==> config.mk <==
export PLATFORM = sky130hd
export DESIGN_NAME = swu_top
export DESIGN_NICKNAME = d
export VERILOG_FILES = /design/src/rtl/swu_stream_pkg.sv /design/src/rtl/swu_geom_pkg.sv /design/src/rtl/swu_input_ctrl.sv /design/src/rtl/swu_window_ram.sv /design/src/rtl/swu_window_seq.sv /design/src/rtl/swu_output_stage.sv /design/src/rtl/swu_top.sv
export VERILOG_INCLUDE_DIRS = /design/src /design/src/rtl
export SDC_FILE = /design/constraint.sdc
export NUM_CORES = 1
export LEC_CHECK = 0
export ABC_AREA = 1
export BUFFER_PORTS_ARGS = -buffer_cell sky130_fd_sc_hd__buf_2
export CORE_AREA = 5 5 220 222
export CTS_BUF_LIST = sky130_fd_sc_hd__clkbuf_8
export DETAILED_ROUTE_END_ITERATION = 16
export DIE_AREA = 0 0 225 227
export PLACE_DENSITY = 0.7
export SLEW_MARGIN = 10
export SYNTH_ARGS = -nofsm -noshare
export SYNTH_HDL_FRONTEND = slang
export SYNTH_HIERARCHICAL = 1
export SYNTH_SLANG_ARGS = --single-unit
==> constraint.sdc <==
create_clock -name clk -period 5.96 [get_ports clk]
set_input_delay 0.596 -clock clk [delete_from_list [all_inputs] [get_ports clk]]
set_output_delay 0.596 -clock clk [all_outputs]
set_load 0.005 [all_outputs]
==> src/rtl/swu_cfg.svh <==
`ifndef SWU_CFG_SVH
`define SWU_CFG_SVH

//////////////////////////////////////////////////////////////////////
// word format
//////////////////////////////////////////////////////////////////////

// channels carried by one stream word
`define SWU_SIMD        4
// bits per channel value
`define SWU_PRECISION   4

//////////////////////////////////////////////////////////////////////
// image and kernel geometry
//////////////////////////////////////////////////////////////////////

`define SWU_IFM_W       5
`define SWU_IFM_H       5
`define SWU_CHANNELS    8
// words per input pixel, channels / simd
`define SWU_EFF_CH      2
`define SWU_K           3
`define SWU_OFM_W       3
`define SWU_OFM_H       3

//////////////////////////////////////////////////////////////////////
// buffer geometry
//////////////////////////////////////////////////////////////////////

// needs two input rows plus one kernel row of words (26)
`define SWU_BUF_WORDS   32
`define SWU_FRAME_IN    50

// address and word-index widths
`define SWU_ADDR_W      5
`define SWU_IDX_W       6

`endif

==> src/rtl/swu_stream_pkg.sv <==
`default_nettype none

`include "swu_cfg.svh"

package swu_stream_pkg;

   // one channel value
   typedef logic [`SWU_PRECISION-1:0] elem_t;

   // one stream word, SIMD channels side by side
   typedef elem_t [`SWU_SIMD-1:0] word_t;

   // location in the circular window buffer
   typedef logic [`SWU_ADDR_W-1:0] buf_addr_t;

   // buffer write port
   typedef struct packed {
      logic      en;
      buf_addr_t addr;
      word_t     data;
   } wr_req_t;

   // buffer read port, data comes back one cycle later
   typedef struct packed {
      logic      en;
      buf_addr_t addr;
   } rd_req_t;

endpackage

`default_nettype wire

==> src/rtl/swu_geom_pkg.sv <==
`default_nettype none

`include "swu_cfg.svh"

package swu_geom_pkg;

   // absolute word index inside one frame
   typedef logic [`SWU_IDX_W-1:0] word_idx_t;

   //////////////////////////////////////////////////////////////////////
   // position of the read pointer in the output traversal
   //////////////////////////////////////////////////////////////////////

   // oy and ox select the output pixel
   // kh and kw walk the kernel, ch the channel group of the pixel
   typedef struct packed {
      logic [$clog2(`SWU_OFM_H)-1:0]  oy;
      logic [$clog2(`SWU_OFM_W)-1:0]  ox;
      logic [$clog2(`SWU_K)-1:0]      kh;
      logic [$clog2(`SWU_K)-1:0]      kw;
      logic [$clog2(`SWU_EFF_CH)-1:0] ch;
   } win_pos_t;

endpackage

`default_nettype wire

==> src/rtl/swu_input_ctrl.sv <==
`default_nettype none

`include "swu_cfg.svh"

module swu_input_ctrl (
   input  wire                       clk,
   input  wire                       resetn,
   input  swu_stream_pkg::word_t     in_tdata_i,
   input  wire                       in_tvalid_i,
   output logic                      in_tready_o,
   input  swu_geom_pkg::word_idx_t   win_base_i,
   input  wire                       frame_done_i,
   output swu_stream_pkg::wr_req_t   wr_req_o,
   output swu_geom_pkg::word_idx_t   written_o
);

   import swu_stream_pkg::*;
   import swu_geom_pkg::*;

   word_idx_t written_q;
   buf_addr_t wr_addr_q;
   word_idx_t space_limit;
   logic      in_hs;

   // highest index plus one that fits without overwriting the window
   assign space_limit = word_idx_t'(win_base_i + `SWU_BUF_WORDS);

   assign in_tready_o = (written_q < space_limit) &&
                        (written_q < word_idx_t'(`SWU_FRAME_IN));
   assign in_hs       = in_tvalid_i && in_tready_o;

   // write goes out in the handshake cycle
   always_comb begin
      wr_req_o.en   = in_hs;
      wr_req_o.addr = wr_addr_q;
      wr_req_o.data = in_tdata_i;
   end

   always_ff @(posedge clk) begin
      if (!resetn || frame_done_i) begin
         written_q <= '0;
         wr_addr_q <= '0;
      end else if (in_hs) begin
         written_q <= written_q + 1'b1;
         if (wr_addr_q == buf_addr_t'(`SWU_BUF_WORDS - 1)) begin
            wr_addr_q <= '0;
         end else begin
            wr_addr_q <= wr_addr_q + 1'b1;
         end
      end
   end

   assign written_o = written_q;

endmodule

`default_nettype wire

==> src/rtl/swu_window_ram.sv <==
`default_nettype none

`include "swu_cfg.svh"

module swu_window_ram (
   input  wire                       clk,
   input  swu_stream_pkg::wr_req_t   wr_req_i,
   input  swu_stream_pkg::rd_req_t   rd_req_i,
   output swu_stream_pkg::word_t     rd_data_o
);

   import swu_stream_pkg::*;

   word_t mem [`SWU_BUF_WORDS];
   word_t rd_data_q;

   always_ff @(posedge clk) begin
      if (wr_req_i.en) begin
         mem[wr_req_i.addr] <= wr_req_i.data;
      end
   end

   // registered read, the sequencer never reads the slot being written
   always_ff @(posedge clk) begin
      if (rd_req_i.en) begin
         rd_data_q <= mem[rd_req_i.addr];
      end
   end

   assign rd_data_o = rd_data_q;

endmodule

`default_nettype wire

==> src/rtl/swu_window_seq.sv <==
`default_nettype none

`include "swu_cfg.svh"

module swu_window_seq (
   input  wire                       clk,
   input  wire                       resetn,
   input  swu_geom_pkg::word_idx_t   written_i,
   input  wire                       slot_free_i,
   output swu_stream_pkg::rd_req_t   rd_req_o,
   output logic                      rd_issue_o,
   output swu_geom_pkg::word_idx_t   win_base_o,
   output logic                      frame_done_o
);

   import swu_stream_pkg::*;
   import swu_geom_pkg::*;

   win_pos_t  pos_q;
   win_pos_t  pos_next;
   word_idx_t base_q;
   word_idx_t row_w;
   word_idx_t col_w;
   word_idx_t rd_idx;
   logic      ch_last;
   logic      kw_last;
   logic      kh_last;
   logic      ox_last;
   logic      oy_last;
   logic      win_done;
   logic      issue;

   //////////////////////////////////////////////////////////////////////
   // index of the next word to read
   //////////////////////////////////////////////////////////////////////

   assign row_w  = word_idx_t'(pos_q.oy) + word_idx_t'(pos_q.kh);
   assign col_w  = word_idx_t'(pos_q.ox) + word_idx_t'(pos_q.kw);
   assign rd_idx = word_idx_t'((row_w * `SWU_IFM_W + col_w) * `SWU_EFF_CH) +
                   word_idx_t'(pos_q.ch);

   // word must already be stored and the output queue must have room
   assign issue = (rd_idx < written_i) && slot_free_i;

   always_comb begin
      rd_req_o.en   = issue;
      rd_req_o.addr = buf_addr_t'(rd_idx % `SWU_BUF_WORDS);
   end

   //////////////////////////////////////////////////////////////////////
   // traversal counters
   //////////////////////////////////////////////////////////////////////

   assign ch_last  = pos_q.ch == ($bits(pos_q.ch))'(`SWU_EFF_CH - 1);
   assign kw_last  = pos_q.kw == ($bits(pos_q.kw))'(`SWU_K - 1);
   assign kh_last  = pos_q.kh == ($bits(pos_q.kh))'(`SWU_K - 1);
   assign ox_last  = pos_q.ox == ($bits(pos_q.ox))'(`SWU_OFM_W - 1);
   assign oy_last  = pos_q.oy == ($bits(pos_q.oy))'(`SWU_OFM_H - 1);
   assign win_done = ch_last && kw_last && kh_last;

   // ch fastest, then kw, kh, ox, oy
   always_comb begin
      pos_next = pos_q;
      if (!ch_last) begin
         pos_next.ch = pos_q.ch + 1'b1;
      end else begin
         pos_next.ch = '0;
         if (!kw_last) begin
            pos_next.kw = pos_q.kw + 1'b1;
         end else begin
            pos_next.kw = '0;
            if (!kh_last) begin
               pos_next.kh = pos_q.kh + 1'b1;
            end else begin
               pos_next.kh = '0;
               if (!ox_last) begin
                  pos_next.ox = pos_q.ox + 1'b1;
               end else begin
                  pos_next.ox = '0;
                  pos_next.oy = oy_last ? '0 : pos_q.oy + 1'b1;
               end
            end
         end
      end
   end

   always_ff @(posedge clk) begin
      if (!resetn) begin
         pos_q <= '0;
      end else if (issue) begin
         pos_q <= pos_next;
      end
   end

   // base moves one pixel per window, or to the next row start
   always_ff @(posedge clk) begin
      if (!resetn) begin
         base_q <= '0;
      end else if (issue && win_done) begin
         if (ox_last && oy_last) begin
            base_q <= '0;
         end else if (ox_last) begin
            base_q <= base_q +
                      word_idx_t'((`SWU_IFM_W - `SWU_OFM_W + 1) * `SWU_EFF_CH);
         end else begin
            base_q <= base_q + word_idx_t'(`SWU_EFF_CH);
         end
      end
   end

   assign rd_issue_o   = issue;
   assign win_base_o   = base_q;
   assign frame_done_o = issue && win_done && ox_last && oy_last;

endmodule

`default_nettype wire

==> src/rtl/swu_output_stage.sv <==
`default_nettype none

module swu_output_stage (
   input  wire                       clk,
   input  wire                       resetn,
   input  wire                       rd_issue_i,
   input  swu_stream_pkg::word_t     rd_data_i,
   output logic                      slot_free_o,
   output swu_stream_pkg::word_t     out_tdata_o,
   output logic                      out_tvalid_o,
   input  wire                       out_tready_i
);

   import swu_stream_pkg::*;

   word_t      queue_q [2];
   logic [1:0] count_q;
   logic       inflight_q;
   logic       push;
   logic       pop;

   // ram data is valid the cycle after the read was issued
   always_ff @(posedge clk) begin
      if (!resetn) begin
         inflight_q <= 1'b0;
      end else begin
         inflight_q <= rd_issue_i;
      end
   end

   assign push = inflight_q;
   assign pop  = out_tvalid_o && out_tready_i;

   always_ff @(posedge clk) begin
      if (!resetn) begin
         count_q <= '0;
      end else if (push && !pop) begin
         count_q <= count_q + 1'b1;
      end else if (pop && !push) begin
         count_q <= count_q - 1'b1;
      end
   end

   // head lives in entry 0
   always_ff @(posedge clk) begin
      if (pop) begin
         queue_q[0] <= (push && count_q == 2'd1) ? rd_data_i : queue_q[1];
         if (push && count_q == 2'd2) begin
            queue_q[1] <= rd_data_i;
         end
      end else if (push) begin
         queue_q[count_q[0]] <= rd_data_i;
      end
   end

   assign out_tdata_o  = queue_q[0];
   assign out_tvalid_o = count_q != 2'd0;

   // words queued plus the one in flight
   assign slot_free_o = (3'(count_q) + 3'(inflight_q)) < 3'd2;

endmodule

`default_nettype wire

==> src/rtl/swu_top.sv <==
`default_nettype none

module swu_top (
   input  wire                       clk,
   input  wire                       resetn,
   input  swu_stream_pkg::word_t     in_tdata_i,
   input  wire                       in_tvalid_i,
   output logic                      in_tready_o,
   output swu_stream_pkg::word_t     out_tdata_o,
   output logic                      out_tvalid_o,
   input  wire                       out_tready_i
);

   import swu_stream_pkg::*;
   import swu_geom_pkg::*;

   wr_req_t   wr_req;
   rd_req_t   rd_req;
   word_t     rd_data;
   word_idx_t written;
   word_idx_t win_base;
   logic      frame_done;
   logic      rd_issue;
   logic      slot_free;

   swu_input_ctrl swu_input_ctrl_i (
      .clk          (clk),
      .resetn       (resetn),
      .in_tdata_i   (in_tdata_i),
      .in_tvalid_i  (in_tvalid_i),
      .in_tready_o  (in_tready_o),
      .win_base_i   (win_base),
      .frame_done_i (frame_done),
      .wr_req_o     (wr_req),
      .written_o    (written)
   );

   swu_window_ram swu_window_ram_i (
      .clk       (clk),
      .wr_req_i  (wr_req),
      .rd_req_i  (rd_req),
      .rd_data_o (rd_data)
   );

   swu_window_seq swu_window_seq_i (
      .clk          (clk),
      .resetn       (resetn),
      .written_i    (written),
      .slot_free_i  (slot_free),
      .rd_req_o     (rd_req),
      .rd_issue_o   (rd_issue),
      .win_base_o   (win_base),
      .frame_done_o (frame_done)
   );

   swu_output_stage swu_output_stage_i (
      .clk          (clk),
      .resetn       (resetn),
      .rd_issue_i   (rd_issue),
      .rd_data_i    (rd_data),
      .slot_free_o  (slot_free),
      .out_tdata_o  (out_tdata_o),
      .out_tvalid_o (out_tvalid_o),
      .out_tready_i (out_tready_i)
   );

endmodule

`default_nettype wire

==> flow_summary.json <==
{
  "status": "finished, final reports clean",
  "cts_tree": "yes",
  "syn_avg_cell_area_sq_um": 11.2,
  "top_usage_layer": "met2",
  "syn_inst": 2222,
  "synth_cell_types": 33,
  "worst_slew_pin_slew_ns": 1.16,
  "num-fill-cells": 3727,
  "seq_power_share_pct": 45.2,
  "io_buffers": 37,
  "grt_pass1_vias": 15700,
  "firstDrtPassIters": 5,
  "grt_max_degree": 132,
  "use_met3_pct": 4.51,
  "drtIter0Drc": 1921,
  "syn_to_final_growth_pct": 8.27,
  "rsz0062_at_grt": "no",
  "fin_nets": 2313,
  "p_sw_uw": 3680,
  "ys.flop_type": "edfxtp_1",
  "layout.cells.most_common": "nand2_1",
  "viasPerCell": 5.61,
  "finalPower_uw": 11000,
  "worstSetupPathType": "reg2reg",
  "combPwrFrac_pct": 25.3,
  "ios": 38,
  "holdPathStages": 3,
  "gp_congestion": 0.870,
  "htree_levels": 3,
  "max-slew-margin-rel_pct": 22.5,
  "wl_per_cell_microns": 20.0,
  "finalCritPeriodShare_pct": 74.7,
  "ff2ff_path_depth": 18,
  "fmax_mhz": 224,
  "synth_area_sq_um": 25000,
  "gr-usage-met1_pct": 33.8,
  "ir_drop_v": 0.000315,
  "finalWirelength_microns": 58700,
  "initial_core_util_pct": 54.1,
  "drc": 0,
  "yosys_warnings": 6,
  "dieArea_sq_um": 51100,
  "drv_cap": 0,
  "dpl.hpwl_microns": 33200,
  "ctsResizeCount": 0,
  "path_clk_slew_ns": 0.06,
  "synth_edf_count": 560,
  "clock_sinks": 588,
  "cts_buffers": 94,
  "vias": 16500,
  "final_cells": 2935,
  "die_h_microns": 227,
  "ant_nets": 0,
  "slew_violations": 0,
  "grt.total_usage_pct": 22.9,
  "yosysSeqAreaShare_pct": 69.5,
  "setup_viol": 0,
  "grt.overflow.total": 0,
  "cts_setup_buffers": 0,
  "synthArstFlopShare_pct": 0,
  "finalSetupTns_ns": 0,
  "cp-start-kind": "flop",
  "cts.path.max_buffers": 3,
  "die_w_microns": 225,
  "clock_power_share_pct": 29.5,
  "p_int_uw": 7270,
  "crit_path_end_kind": "flop",
  "finalCriticalPeriod_ns": 4.46,
  "clk_latency_ns": 0.67,
  "placementRows": 79,
  "rrSetupSlack_ns": 1.50,
  "crit_required_ns": 6.50,
  "synth_fp_nets": 2271,
  "root_buffer": "clkbuf_8",
  "core_sq_um": 46200,
  "swShare_pct": 33.6,
  "final_cell_mix": "nand2_1 (828), edfxtp_1 (560), nand3_1 (427)",
  "drive_gt1_share_pct": 9.41,
  "hold_class": "in2reg",
  "gr-usage-met2_pct": 35.2,
  "p_leak_uw": 0.0103,
  "grt_pass1_wl_microns": 90300,
  "finalClockSkew_ns": 0.0336,
  "dp.cells": 2775,
  "power.density_nw_per_um2": 405,
  "hold_viol": 0,
  "arrival_ns": 5.00,
  "antenna_found_initial": 0,
  "synth_seq_cells": 588,
  "path_max_fanout": 14,
  "hold_buffers": 0
}
-- final cells by class --
cell class / count / area [sq um] / area share, %
multi-input combinational: 1418 / 6330 / 23.4
tap: 607 / 759 / 2.81
clock inverter: 62 / 392 / 1.45
clock buffer: 97 / 1340 / 4.94
antenna: 1 / 2.50 / 0.00925
inverter: 80 / 313 / 1.16
timing repair buffer: 82 / 536 / 1.98
sequential: 588 / 17400 / 64.2
-- cells by family (layout without fill, tap and decap cells) --
| family | after synthesis | count (layout) | share of synthesized area [%] |
|---|---|---|---|
| AO/OA/AOI/OAI | 30 | 30 | 0.656 |
| XOR/XNOR | 6 | 6 | 0.210 |
| adder cells (fa/ha/maj) | 29 | 29 | 1.60 |
| buffers and inverters | 216 | 321 | 5.13 |
| flip-flops | 588 | 588 | 69.5 |
| other | 1 | 2 | 0.0150 |
| AND/OR/NAND/NOR | 1352 | 1352 | 22.8 |
-- power by group through the flow --
stage               clock network, uW  registers [uW]  logic (uW)
detailed placement                  0            5040        2730
CTS                              3300            4950        2740
global route                     3480            4970        3080
floorplan                           0            4950        2140
global placement                    0            5030        2670
finish                           3240            4950        2770
-- metal layers --
layer	routed length (microns)	vias up
met5	0	-
met1	25100	7977
met4	1270	0
li1	-	7690
met3	5480	78
met2	26800	721
-- worst paths after layout --
path	startpoint	to
max reg2reg	swu_window_seq_i/pos_q[7]	swu_input_ctrl_i/written_o[5]
min	resetn	swu_window_seq_i/pos_q[7]
min reg2reg	swu_window_ram_i/rd_data_o[11]	swu_output_stage_i/queue_q[1][11]
max	swu_window_seq_i/pos_q[7]	swu_input_ctrl_i/written_o[5]
-- cells in the mapped netlist, types with 7 or more instances --
master / count / share of area (%)
buf_2: 35 / 0.70
nand2_1: 828 / 12
nand4_1: 9 / 0.23
buf_6: 27 / 1.2
o21ai_0: 7 / 0.14
dfxtp_1: 28 / 2.2
nand3_1: 427 / 8.6
buf_4: 51 / 1.5
a21oi_1: 20 / 0.40
edfxtp_1: 560 / 67
inv_1: 75 / 1.1
clkbuf_1: 19 / 0.29
ha_1: 24 / 1.2
nor2_1: 72 / 1.1
-- critical path: stages (launching register included) --
cell and delay (ns):
dfxtp_1 0.39, ha_1 0.27, inv_1 0.07, fa_1 0.42
fa_1 0.42, fa_1 0.50, o21ai_0 0.24, xor2_1 0.17
ha_1 0.26, nand2_1 0.09, inv_1 0.04, nand2_1 0.06
nand2_1 0.10, a21oi_4 0.51, nand3_4 0.16, nor3_1 0.20
nor2_1 0.16, inv_1 0.18, a21oi_1 0.06
-- flip-flops by register name, summed over array words and instances (netlist names) --
register / cells
swu_output_stage_i/count_q: 2
swu_input_ctrl_i/wr_addr_q: 5
swu_window_ram_i/rd_data_o: 16
swu_window_seq_i/ch_last: 1
swu_window_seq_i/pos_q: 8
swu_output_stage_i/queue_q: 32
swu_input_ctrl_i/written_o: 6
swu_window_ram_i/mem: 512
swu_output_stage_i/inflight_q: 1
swu_window_seq_i/win_base_o: 5
-- metrics by stage --
stage	hold slack [ns]	setup WS, ns	util (%)	cell area (sq um)
floorplan	0.427	2.21	-	25000
global placement	0.437	1.58	54.9	25300
detailed placement	0.443	1.49	54.9	25300
CTS	0.220	1.46	58.6	27000
global route	0.249	1.17	58.6	27000
finish	0.272	1.50	58.6	27100
(Power assumes the default switching activity.)
